===== config.mk =====
export PLATFORM = sky130hd
export DESIGN_NAME = cache_top
export DESIGN_NICKNAME = d
export VERILOG_FILES = /design/src/design/cache_pkg.sv /design/src/design/cache_ctrl.sv /design/src/design/cache_top.sv /design/src/design/cache_way.sv /design/src/design/way_select.sv
export SDC_FILE = /design/constraint.sdc
export NUM_CORES = 2
export LEC_CHECK = 0
export BUFFER_PORTS_ARGS = -buffer_cell sky130_fd_sc_hd__buf_2
export CORE_AREA = 2 2 535 537
export CTS_BUF_LIST = sky130_fd_sc_hd__clkbuf_4
export DETAILED_ROUTE_END_ITERATION = 16
export DIE_AREA = 0 0 537 539
export GPL_ROUTABILITY_DRIVEN = 0
export HOLD_SLACK_MARGIN = 0.02
export PLACE_DENSITY_LB_ADDON = 0.2
export SLEW_MARGIN = 20
export SYNTH_ARGS = -nofsm -noshare
export SYNTH_HDL_FRONTEND = slang
export SYNTH_HIERARCHICAL = 1
export SYNTH_SLANG_ARGS = --single-unit
export TNS_END_PERCENT = 10

===== constraint.sdc =====
create_clock -name clk -period 27.4 [get_ports clk]
set_input_delay 2.74 -clock clk [delete_from_list [all_inputs] [get_ports clk]]
set_output_delay 2.74 -clock clk [all_outputs]
set_load 0.02 [all_outputs]

===== src/design/cache_pkg.sv =====
`default_nettype none

package cache_pkg;

	// address split is tag | index | offset
	localparam int ADDR_LEN = 32;
	localparam int DATA_LEN = 32;
	localparam int WORDS_PER_LINE = 2;
	localparam int OFFSET_LEN = 3;
	localparam int INDEX_LEN = 4;
	localparam int TAG_LEN = ADDR_LEN - INDEX_LEN - OFFSET_LEN;

	typedef logic [ADDR_LEN-1:0] addr_t;
	typedef logic [TAG_LEN-1:0] tag_t;
	typedef logic [INDEX_LEN-1:0] index_t;
	typedef logic [DATA_LEN-1:0] word_t;
	typedef logic [DATA_LEN/8-1:0] strb_t;
	// word 0 sits in the low half
	typedef logic [WORDS_PER_LINE*DATA_LEN-1:0] line_t;
	typedef logic [$clog2(WORDS_PER_LINE)-1:0] word_sel_t;

	typedef struct packed {
		logic op;
		addr_t addr;
		strb_t wstrb;
		word_t wdata;
	} cache_req_t;

	// same command goes to every way, way_we picks the target
	typedef struct packed {
		index_t index;
		word_sel_t word_sel;
		word_t wdata;
		strb_t wstrb;
		tag_t tag;
		logic dirty;
		logic meta_we;
	} way_cmd_t;

	typedef struct packed {
		logic valid;
		logic dirty;
		tag_t tag;
		line_t line;
		logic hit;
	} way_out_t;

	typedef struct packed {
		addr_t addr;
		line_t line;
	} mem_wb_t;

	typedef enum logic [2:0] {
		IDLE,
		LOOKUP,
		WRITEBACK,
		REFILL,
		RESPOND
	} ctrl_state_t;

endpackage

`default_nettype wire


===== src/design/cache_ctrl.sv =====
`default_nettype none

module cache_ctrl #(
	parameter int WAY_NUM = 2,
	localparam int WAY_LEN = $clog2(WAY_NUM)
) (
	input logic clk,
	input logic rst,
	input cache_pkg::cache_req_t req,
	input logic req_valid,
	output logic req_ready,
	output logic resp_valid,
	output cache_pkg::word_t rdata,
	output cache_pkg::mem_wb_t wb,
	output logic wb_valid,
	input logic wb_ready,
	output cache_pkg::addr_t rd_addr,
	output logic rd_valid,
	input logic rd_ready,
	input logic rd_dvalid,
	input logic rd_dlast,
	input cache_pkg::word_t rd_data,
	output cache_pkg::way_cmd_t way_cmd,
	output logic way_re,
	output logic [WAY_NUM-1:0] way_we,
	input logic hit,
	input logic [WAY_LEN-1:0] hit_way,
	input cache_pkg::word_t hit_word,
	input logic [WAY_LEN-1:0] victim_way,
	input logic victim_valid,
	input logic victim_dirty,
	input cache_pkg::tag_t victim_tag,
	input cache_pkg::line_t victim_line
);
	import cache_pkg::*;

	localparam int BEAT_LEN = $clog2(WORDS_PER_LINE + 1);
	typedef logic [BEAT_LEN-1:0] beat_t;

	ctrl_state_t state;
	ctrl_state_t next_state;

	cache_req_t req_q;
	tag_t buf_tag;
	index_t buf_index;
	word_sel_t buf_word;

	logic [WAY_LEN-1:0] mb_way;
	tag_t mb_tag;
	line_t mb_line;

	beat_t beat_cnt;
	word_sel_t beat_sel;
	logic beat_hit;
	logic rd_sent;
	word_t merged;
	word_t rdata_q;

	assign buf_tag = req_q.addr[ADDR_LEN-1 -: TAG_LEN];
	assign buf_index = req_q.addr[OFFSET_LEN +: INDEX_LEN];
	assign buf_word = req_q.addr[OFFSET_LEN-1 -: $bits(word_sel_t)];

	always_ff @(posedge clk) begin
		if (rst) begin
			state <= IDLE;
		end else begin
			state <= next_state;
		end
	end

	always_comb begin
		next_state = state;
		case (state)
			IDLE: begin
				if (req_valid) begin
					next_state = LOOKUP;
				end
			end
			LOOKUP: begin
				if (hit) begin
					next_state = IDLE;
				end else if (victim_valid && victim_dirty) begin
					next_state = WRITEBACK;
				end else begin
					next_state = REFILL;
				end
			end
			WRITEBACK: begin
				if (wb_ready) begin
					next_state = REFILL;
				end
			end
			REFILL: begin
				if (rd_dvalid && rd_dlast) begin
					next_state = RESPOND;
				end
			end
			default: next_state = IDLE;
		endcase
	end

	// request buffer, loaded on acceptance
	always_ff @(posedge clk) begin
		if (req_valid && req_ready) begin
			req_q <= req;
		end
	end

	// victim snapshot taken on a miss
	always_ff @(posedge clk) begin
		if (state == LOOKUP && !hit) begin
			mb_way <= victim_way;
			mb_tag <= victim_tag;
			mb_line <= victim_line;
		end
	end

	// refill request goes out once per miss
	always_ff @(posedge clk) begin
		if (rst) begin
			rd_sent <= 1'b0;
		end else if (state != REFILL) begin
			rd_sent <= 1'b0;
		end else if (rd_valid && rd_ready) begin
			rd_sent <= 1'b1;
		end
	end

	always_ff @(posedge clk) begin
		if (rst) begin
			beat_cnt <= '0;
		end else if (state != REFILL) begin
			beat_cnt <= '0;
		end else if (rd_dvalid) begin
			beat_cnt <= beat_cnt + beat_t'(1);
		end
	end

	assign beat_sel = word_sel_t'(beat_cnt);
	assign beat_hit = beat_sel == buf_word;

	// store bytes win over the incoming beat
	always_comb begin
		merged = rd_data;
		for (int b = 0; b < DATA_LEN / 8; b++) begin
			if (req_q.op && beat_hit && req_q.wstrb[b]) begin
				merged[b*8 +: 8] = req_q.wdata[b*8 +: 8];
			end
		end
	end

	always_ff @(posedge clk) begin
		if (state == REFILL && rd_dvalid && beat_hit) begin
			rdata_q <= merged;
		end
	end

	// index comes straight from the port while idle
	always_comb begin
		way_cmd.index = (state == IDLE) ? req.addr[OFFSET_LEN +: INDEX_LEN] : buf_index;
		way_cmd.word_sel = (state == REFILL) ? beat_sel : buf_word;
		way_cmd.wdata = (state == REFILL) ? merged : req_q.wdata;
		way_cmd.wstrb = (state == REFILL) ? '1 : req_q.wstrb;
		way_cmd.tag = buf_tag;
		way_cmd.dirty = req_q.op;
		way_cmd.meta_we = (state == LOOKUP) || (state == REFILL && rd_dlast);
	end

	always_comb begin
		way_we = '0;
		if (state == LOOKUP && hit && req_q.op) begin
			way_we[hit_way] = 1'b1;
		end
		if (state == REFILL && rd_dvalid) begin
			way_we[mb_way] = 1'b1;
		end
	end

	assign way_re = (state == IDLE) && req_valid;

	assign req_ready = state == IDLE;
	assign resp_valid = (state == LOOKUP && hit) || state == RESPOND;
	assign rdata = (state == LOOKUP) ? hit_word : rdata_q;

	assign wb_valid = state == WRITEBACK;
	assign wb.addr = {mb_tag, buf_index, {OFFSET_LEN{1'b0}}};
	assign wb.line = mb_line;

	assign rd_valid = (state == REFILL) && !rd_sent;
	assign rd_addr = {buf_tag, buf_index, {OFFSET_LEN{1'b0}}};

	a_wb_rd_excl: assert property (@(posedge clk) disable iff (rst)
		!(wb_valid && rd_valid));

	// a beat never lands past the end of the line
	a_beat_bound: assert property (@(posedge clk) disable iff (rst)
		(state == REFILL && rd_dvalid) |-> beat_cnt < beat_t'(WORDS_PER_LINE));

endmodule

`default_nettype wire


===== src/design/cache_top.sv =====
`default_nettype none

module cache_top #(
	parameter int WAY_NUM = 2
) (
	input logic clk,
	input logic rst,
	input cache_pkg::cache_req_t req,
	input logic req_valid,
	output logic req_ready,
	output logic resp_valid,
	output cache_pkg::word_t rdata,
	output cache_pkg::mem_wb_t wb,
	output logic wb_valid,
	input logic wb_ready,
	output cache_pkg::addr_t rd_addr,
	output logic rd_valid,
	input logic rd_ready,
	input logic rd_dvalid,
	input logic rd_dlast,
	input cache_pkg::word_t rd_data
);
	import cache_pkg::*;

	localparam int WAY_LEN = $clog2(WAY_NUM);

	way_cmd_t way_cmd;
	logic way_re;
	logic [WAY_NUM-1:0] way_we;
	way_out_t way_outs [WAY_NUM];

	logic hit;
	logic [WAY_LEN-1:0] hit_way;
	word_t hit_word;
	logic [WAY_LEN-1:0] victim_way;
	logic victim_valid;
	logic victim_dirty;
	tag_t victim_tag;
	line_t victim_line;

	cache_ctrl #(
		.WAY_NUM(WAY_NUM)
	) u_ctrl (
		.clk(clk),
		.rst(rst),
		.req(req),
		.req_valid(req_valid),
		.req_ready(req_ready),
		.resp_valid(resp_valid),
		.rdata(rdata),
		.wb(wb),
		.wb_valid(wb_valid),
		.wb_ready(wb_ready),
		.rd_addr(rd_addr),
		.rd_valid(rd_valid),
		.rd_ready(rd_ready),
		.rd_dvalid(rd_dvalid),
		.rd_dlast(rd_dlast),
		.rd_data(rd_data),
		.way_cmd(way_cmd),
		.way_re(way_re),
		.way_we(way_we),
		.hit(hit),
		.hit_way(hit_way),
		.hit_word(hit_word),
		.victim_way(victim_way),
		.victim_valid(victim_valid),
		.victim_dirty(victim_dirty),
		.victim_tag(victim_tag),
		.victim_line(victim_line)
	);

	// the buffered request tag rides along in the command
	for (genvar i = 0; i < WAY_NUM; i++) begin : g_way
		cache_way u_way (
			.clk(clk),
			.rst(rst),
			.way_cmd(way_cmd),
			.way_re(way_re),
			.way_we(way_we[i]),
			.req_tag(way_cmd.tag),
			.way_out(way_outs[i])
		);
	end

	way_select #(
		.WAY_NUM(WAY_NUM)
	) u_sel (
		.clk(clk),
		.rst(rst),
		.way_outs(way_outs),
		.word_sel(way_cmd.word_sel),
		.hit(hit),
		.hit_way(hit_way),
		.hit_word(hit_word),
		.victim_way(victim_way),
		.victim_valid(victim_valid),
		.victim_dirty(victim_dirty),
		.victim_tag(victim_tag),
		.victim_line(victim_line)
	);

endmodule

`default_nettype wire


===== src/design/cache_way.sv =====
`default_nettype none

module cache_way (
	input logic clk,
	input logic rst,
	input cache_pkg::way_cmd_t way_cmd,
	input logic way_re,
	input logic way_we,
	input cache_pkg::tag_t req_tag,
	output cache_pkg::way_out_t way_out
);
	import cache_pkg::*;

	localparam int SET_NUM = 1 << INDEX_LEN;

	logic [SET_NUM-1:0] valid;
	logic [SET_NUM-1:0] dirty;
	tag_t tags [SET_NUM];
	word_t data [SET_NUM][WORDS_PER_LINE];

	// registered copy of the addressed set
	logic valid_q;
	logic dirty_q;
	tag_t tag_q;
	line_t line_q;

	always_ff @(posedge clk) begin
		if (rst) begin
			valid <= '0;
		end else if (way_we && way_cmd.meta_we) begin
			valid[way_cmd.index] <= 1'b1;
		end
	end

	// tag and dirty only move with the meta flag
	always_ff @(posedge clk) begin
		if (way_we && way_cmd.meta_we) begin
			dirty[way_cmd.index] <= way_cmd.dirty;
			tags[way_cmd.index] <= way_cmd.tag;
		end
	end

	always_ff @(posedge clk) begin
		if (way_we) begin
			for (int b = 0; b < DATA_LEN / 8; b++) begin
				if (way_cmd.wstrb[b]) begin
					data[way_cmd.index][way_cmd.word_sel][b*8 +: 8] <= way_cmd.wdata[b*8 +: 8];
				end
			end
		end
	end

	always_ff @(posedge clk) begin
		if (rst) begin
			valid_q <= 1'b0;
		end else if (way_re) begin
			valid_q <= valid[way_cmd.index];
		end
	end

	always_ff @(posedge clk) begin
		if (way_re) begin
			dirty_q <= dirty[way_cmd.index];
			tag_q <= tags[way_cmd.index];
			for (int w = 0; w < WORDS_PER_LINE; w++) begin
				line_q[w*DATA_LEN +: DATA_LEN] <= data[way_cmd.index][w];
			end
		end
	end

	assign way_out.valid = valid_q;
	assign way_out.dirty = dirty_q;
	assign way_out.tag = tag_q;
	assign way_out.line = line_q;
	assign way_out.hit = valid_q && (tag_q == req_tag);

endmodule

`default_nettype wire


===== src/design/way_select.sv =====
`default_nettype none

module way_select #(
	parameter int WAY_NUM = 2,
	localparam int WAY_LEN = $clog2(WAY_NUM)
) (
	input logic clk,
	input logic rst,
	input cache_pkg::way_out_t way_outs [WAY_NUM],
	input cache_pkg::word_sel_t word_sel,
	output logic hit,
	output logic [WAY_LEN-1:0] hit_way,
	output cache_pkg::word_t hit_word,
	output logic [WAY_LEN-1:0] victim_way,
	output logic victim_valid,
	output logic victim_dirty,
	output cache_pkg::tag_t victim_tag,
	output cache_pkg::line_t victim_line
);
	import cache_pkg::*;

	logic [15:0] lfsr;
	logic [WAY_NUM-1:0] hits;
	logic free_found;
	line_t hit_line;

	// x^16 + x^14 + x^13 + x^11, free running
	always_ff @(posedge clk) begin
		if (rst) begin
			lfsr <= 16'hace1;
		end else begin
			lfsr <= {lfsr[14:0], lfsr[15] ^ lfsr[13] ^ lfsr[12] ^ lfsr[10]};
		end
	end

	always_comb begin
		hit_way = '0;
		for (int i = 0; i < WAY_NUM; i++) begin
			hits[i] = way_outs[i].hit;
			if (way_outs[i].hit) begin
				hit_way = WAY_LEN'(i);
			end
		end
	end

	assign hit = |hits;
	assign hit_line = way_outs[hit_way].line;
	assign hit_word = hit_line[word_sel*DATA_LEN +: DATA_LEN];

	// an empty way beats the random pick
	always_comb begin
		victim_way = lfsr[WAY_LEN-1:0];
		free_found = 1'b0;
		for (int i = 0; i < WAY_NUM; i++) begin
			if (!free_found && !way_outs[i].valid) begin
				victim_way = WAY_LEN'(i);
				free_found = 1'b1;
			end
		end
	end

	assign victim_valid = way_outs[victim_way].valid;
	assign victim_dirty = way_outs[victim_way].dirty;
	assign victim_tag = way_outs[victim_way].tag;
	assign victim_line = way_outs[victim_way].line;

	// tags within a set stay unique across the ways
	a_onehot_hit: assert property (@(posedge clk) disable iff (rst)
		$onehot0(hits));

endmodule

`default_nettype wire


# --- Word-level counts from Yosys, hierarchy flattened ---
# Memory sizes are Yosys's and may differ from the RTL's. A register that Yosys moved wholly into a read port is not among the register bits.
# Cells that the tools add are included.
op_classes:
  order_cmp: 10
  n_addsub: 1
  bitwise_logic: 393
  mux: 458
  eq_ne: 11
  shift: 1
  n_reduce_logical: 34
op_table:
  columns: ["op", "count"]
  rows:
  - ["$mux 64", 8]
  - ["$mux 1", 412]
  - ["$or 1x1->1", 384]
  - ["$mux 92", 3]
  - ["$mux 65", 3]
  - ["$demux 32 s1", 4]
  - ["$mux 32", 3]
  - ["$shiftx 64x7->32", 1]
  - ["$eq 25x25->1", 2]
  - ["$mux 8", 5]
  - ["$bwmux 16", 2]
  - ["$or 16x16->16", 2]
  - ["$logic_and 1x1->1", 25]
  - ["$mux 24", 1]
  - ["$bmux 1 s4", 4]
  - ["$mux 16", 1]
  - ["$mux 3", 4]
  - ["$pmux 3 s4", 1]
  - ["$mux 4", 2]
  - ["$eq 3x2->1 const B", 2]
  - ["$ge 2x2->1 const B", 3]
  - ["$not 1->2", 3]
  - ["$lt 4x5->1 const B", 1]
  - ["$demux 1 s4", 1]
  - ["20 further kinds", 31]
word_totals:
  out_inout_bits: 164
  memories: 4
  ramBits: 2848
  reg_bits: 281
  word_cells: 932
  in_bits: 108
memory_table:
  columns: ["name", "words", "word_bits", "rd", "rd_ports_with_merged_regs", "wr", "line_no", "source"]
  rows:
  - ["g_way[0].u_way.data", 16, 64, 1, 1, 1, "cache_way.sv:19", "word_t data [SET_NUM][WORDS_PER_LINE];"]
  - ["g_way[1].u_way.data", 16, 64, 1, 1, 1, "cache_way.sv:19", null]
  - ["g_way[0].u_way.tags", 16, 25, 1, 1, 1, "cache_way.sv:18", "tag_t tags [SET_NUM];"]
  - ["g_way[1].u_way.tags", 16, 25, 1, 1, 1, "cache_way.sv:18", null]

# --- Depth between registers and ports, before layout ---
depth:
  ltp_word: 15
  depth_mapped: 15
  mapped_depth_nobuf: 11

# --- Hierarchy ---
# Netlist, hierarchy kept.
by_module_without_submodules:
  columns: ["mod", "cells_each", "area_per_inst_um2", "n_inst", "seq_area_each_um2"]
  rows:
  - ["cache_way", 2375, 58398.5, 2, 46284.4]
  - ["cache_ctrl", 423, 7810.0, 1, 5775.5]
  - ["way_select", 180, 2371.0, 1, 320.3]

# --- Least setup slack after synthesis ---
# No wires, ideal clock.
synth_path:
  path_type: "flip-flop to flip-flop"
  startpoint: "register u_ctrl.req_q, in the netlist u_ctrl/rd_addr[19]"
  endpoint: "register u_ctrl.mb_line[0] (enable)"
  t_required_ns: 26.640
  setup_ns: 0.760
  arrival_ns: 10.112
  n_path_buf: 3
  path_slack_ns: 16.528
  stages_incl_launch_ff: 10
  synth_period_minus_slack_ns: 10.872
  path_cell_list: "edfxtp_1 buf_4 xor2_1 nor4_1 nand3_1 nor4_1 buf_4 buf_4 or2_2 nor4_1"
synth_lines:
  columns: ["element", "line_no", "source"]
  rows:
  - ["start: declaration", "cache_ctrl.sv:43", "cache_req_t req_q;"]
  - ["start signal: assignment", "cache_ctrl.sv:105", "req_q <= req;"]
  - ["end signal: assignment", "cache_ctrl.sv:114", "mb_line <= victim_line;"]
  - ["end: declaration", "cache_ctrl.sv:50", "line_t mb_line;"]

==> results.py <==
metrics = {
    "outcome": {
        "status": "completed",
    },
    "cts": {
        "htreeDepth": 6,
        "cts_tree": "done",
        "clk_pin_slew_ns": 0.07,
        "cts_hold_buf": 0,
        "cts_buffers": 811,
        "post-cts-setup-buffer-count": 0,
        "cts_sinks": 3304,
        "cts_resized": 0,
        "root_buffer": "clkbuf_4",
        "worst_skew_pair.late_latency_ns": 1.37,
        "cts.path.max_buffers": 4,
    },
    "floorplan": {
        "placementRows": 196,
        "initial_core_util_pct": 44.7,
        "die-area_um2": 289000,
        "die_h_um": 539,
        "coreArea_um2": 284000,
        "io_pins": 272,
        "die_w_um": 537,
    },
    "cells_and_area": {
        "final_cells": 10600,
        "fin_area_um2": 143000,
        "drive_gt1_share_pct": 41.9,
        "syn_to_final_growth_pct": 12.5,
        "final_nets": 6361,
    },
    "synth": {
        "synth_area_um2": 127000,
        "ys_top_cells_by_area": "edfxtp_1 (77%), mux4_2 (17%), mux2_2 (1.6%)",
        "synth_seq_cells": 3304,
        "yosysTopAreaCellShare_pct": 76.8,
        "ys_async_sr_fraction_pct": 0,
        "synth_top_area_cell": "edfxtp_1",
        "synth_edf_count": 3249,
        "synthFlopType": "edfxtp_1",
        "synth_area_per_cell_um2": 23.7,
        "netlist_instances": 5353,
        "synth-seq-area-share_pct": 77.7,
        "yosysUniqueCellTypes": 45,
        "yosys_warnings": 6,
    },
    "pwr": {
        "power_density_nw_per_um2": 86.7,
        "peakVddDrop_uv": 47.7,
        "pwr-share-comb_pct": 18.8,
        "finalPower_mw": 12.4,
        "pwr-share-seq_pct": 49.0,
        "power_frac_clock_pct": 32.2,
        "internal_power_mw": 8.98,
        "p_sw_share_pct": 27.5,
        "p_leak_nw": 45.2,
        "switching_power_mw": 3.41,
    },
    "placement": {
        "port_buffers": 263,
        "placed_area_um2": 133000,
        "numPlacedInstances": 9191,
        "hpwlAfterDp_um": 192000,
        "post-place-ws_ns": 20.00,
    },
    "detailed_routing": {
        "via_per_inst": 5.73,
        "drt_iter0_markers": 6271,
        "drtPass1Iterations": 5,
        "avgRoutedWirePerCell_um": 30.5,
        "routed_wl_um": 323000,
        "postRouteAntennaNets": 0,
        "vias": 60700,
        "remaining_drc_errors": 0,
    },
    "sta": {
        "finalClockSkew_ns": 0.126,
        "hold_violations": 0,
        "slew_headroom_pct": 22.2,
        "rsz0062_at_grt": "no",
        "tightest_slew_ns": 1.16,
        "timing.fmax_mhz": 119,
        "setup_ws_ns": 18.99,
        "fin_setup_tns_ns": 0,
        "fin_crit_sh_pct": 30.7,
        "period_needed_ns": 8.41,
        "setup_viol": 0,
        "drv_slew": 0,
    },
    "setup_path": {
        "cp_max_fo": 35,
        "critPathRequiredTime_ns": 24.66,
        "critical_path.startpoint_type": "flop",
        "path_cells": "xor2_1 -> nor4_1 -> nand3_1 -> nor4_2 -> buf_4 -> mux4_2 -> mux2_2 -> buf_2",
        "slowest_stage": "edfxtp_1",
        "cpPeakStageDelay_ns": 1.04,
        "end_kind": "output pin",
        "arrival_ns": 5.67,
        "crit_type": "reg2out",
    },
    "grt": {
        "grt_use_met1_pct": 31.1,
        "gr-usage-met2_pct": 36.2,
        "top_usage_layer": "met2",
        "gr-total-overflow": 0,
        "antenna_found_initial": 18,
        "grt_pass1_vias": 62700,
        "grt_pass1_wl_um": 458000,
        "grt_start_max_net_pins": 121,
        "grt_use_met3_pct": 3.89,
        "grt_use_total_pct": 22.2,
    },
    "job": {
        "drv_cap": 0,
    },
    "hold_path": {
        "min-delay-path-class": "reg2reg",
    },
}
-- cell type report --
class                      instances  area, um^2
antenna                           11        27.5
clock buffer                    1173        8810
clock inverter                   197        1250
fill                           22900      141000
inverter                           7        26.3
multi-input combinational       1693       26600
sequential                      3304       98700
tap                             3762        4710
timing repair buffer             436        2780
-- metrics by stage --
stage	util, %	hold WS [ns]
2_1_floorplan	-	0.389
3_3_place_gp	46.7	0.395
3_5_place_dp	46.7	0.397
4_1_cts	50.2	0.404
5_1_grt	50.3	0.426
6_report	50.3	0.411
-- layer usage --
metal | wire length, um | up-vias
met5 | 87 | -
met4 | 6740 | 12
met3 | 21500 | 421
met2 | 162000 | 2383
met1 | 133000 | 32900
li1 | - | 24900
-- state kept, by name, summed over array words and instances (netlist names), 2 cells and up --
signal,count
g_way.u_way/data,2048
g_way.u_way/tags,800
g_way.u_way/line_q,128
u_ctrl/mb_line,64
g_way.u_way/tag_q,50
u_ctrl/req_q,36
g_way.u_way/dirty,32
g_way.u_way/valid,32
u_ctrl/rdata_q,32
u_ctrl/rd_addr,29
u_ctrl/mb_tag,25
u_sel/lfsr,16
u_ctrl/state,3
g_way.u_way/dirty_q,2
g_way.u_way/valid_q,2
-- power by group through the flow --
stage | Clock [mW] | Combinational, mW | Sequential, mW
after global placement | 0 | 2.32 | 6.19
after global routing | 4.36 | 2.45 | 6.08
after CTS | 4.10 | 2.35 | 6.08
after floorplan | 0 | 1.52 | 6.15
final | 3.99 | 2.33 | 6.07
after detailed placement | 0 | 2.34 | 6.19
-- path summary, 6_finish.rpt --
path,end,slack (ns),from,cells past startpoint
max,rdata[0],18.99,u_ctrl/rd_addr[12],8
min,u_sel/lfsr[6],0.41,u_sel/lfsr[5],1
max reg2reg,g_way[0].u_way/data[3][54],20.70,u_ctrl/rd_addr[12],12
min reg2reg,u_sel/lfsr[6],0.41,u_sel/lfsr[5],1
-- placed cells by master (no fill, tap or decap), types with 7 or more instances in the layout --
cell type     n
edfxtp_1   3249
clkbuf_4   1173
mux4_2      940
nor2_1      323
buf_2       263
mux2_2      177
buf_4       156
clkinv_1    142
dfxtp_1      55
xor2_1       35
nor2_4       34
xnor2_1      20
bufinv_16    14
nand3_1      13
diode_2      11
clkinv_4     11
nand2_1      10
nor2b_1      10
nor4_1       10
buf_8        10
nand4b_1      9
mux2_1        9
inv_2         8
clkinv_2      8
nand4bb_1     8
or2_2         8
inv_1         7
-- kinds of logic after synthesis --
logic type | Yosys count | share of synthesized area [%]
flops | 3304 | 77.7
mux | 1133 | 18.4
simple gates | 478 | 1.73
buf+inv | 361 | 1.66
xor+xnor | 55 | 0.379
compound gates | 21 | 0.147
other cells | 1 | 0.00295
-- critical path, delay by kind of cell (launching register included) --
kind | cells | cell delay, ns
and+or+nand+nor | 3 | 0.97
buffers and inverters | 2 | 0.88
DFF | 1 | 1.04
muxes | 2 | 1.10
xor gates and xnor gates | 1 | 0.25
-- cell usage after synthesis (4+ instances only) --
cell          n
nand4bb_1    12
inv_1         7
edfxtp_1   3249
nand2_1      10
nor3_1        6
nand3_1      13
xnor2_1      20
nor2_1      357
mux2_1       11
or2_2         8
xor2_1       35
buf_1        20
or4b_1        8
o22ai_1       5
nor4_1       12
nand2_2       4
nand4_1       6
mux2_2      180
nand4b_1      9
clkbuf_1    131
nand3b_1      5
a211oi_1      5
mux4_2      940
dfxtp_1      55
buf_4       115
buf_2        54
buf_6        34
nand2b_1      6
nor2b_1      10
a21oi_4       4
No activity file was read; power rests on OpenSTA's default activity.
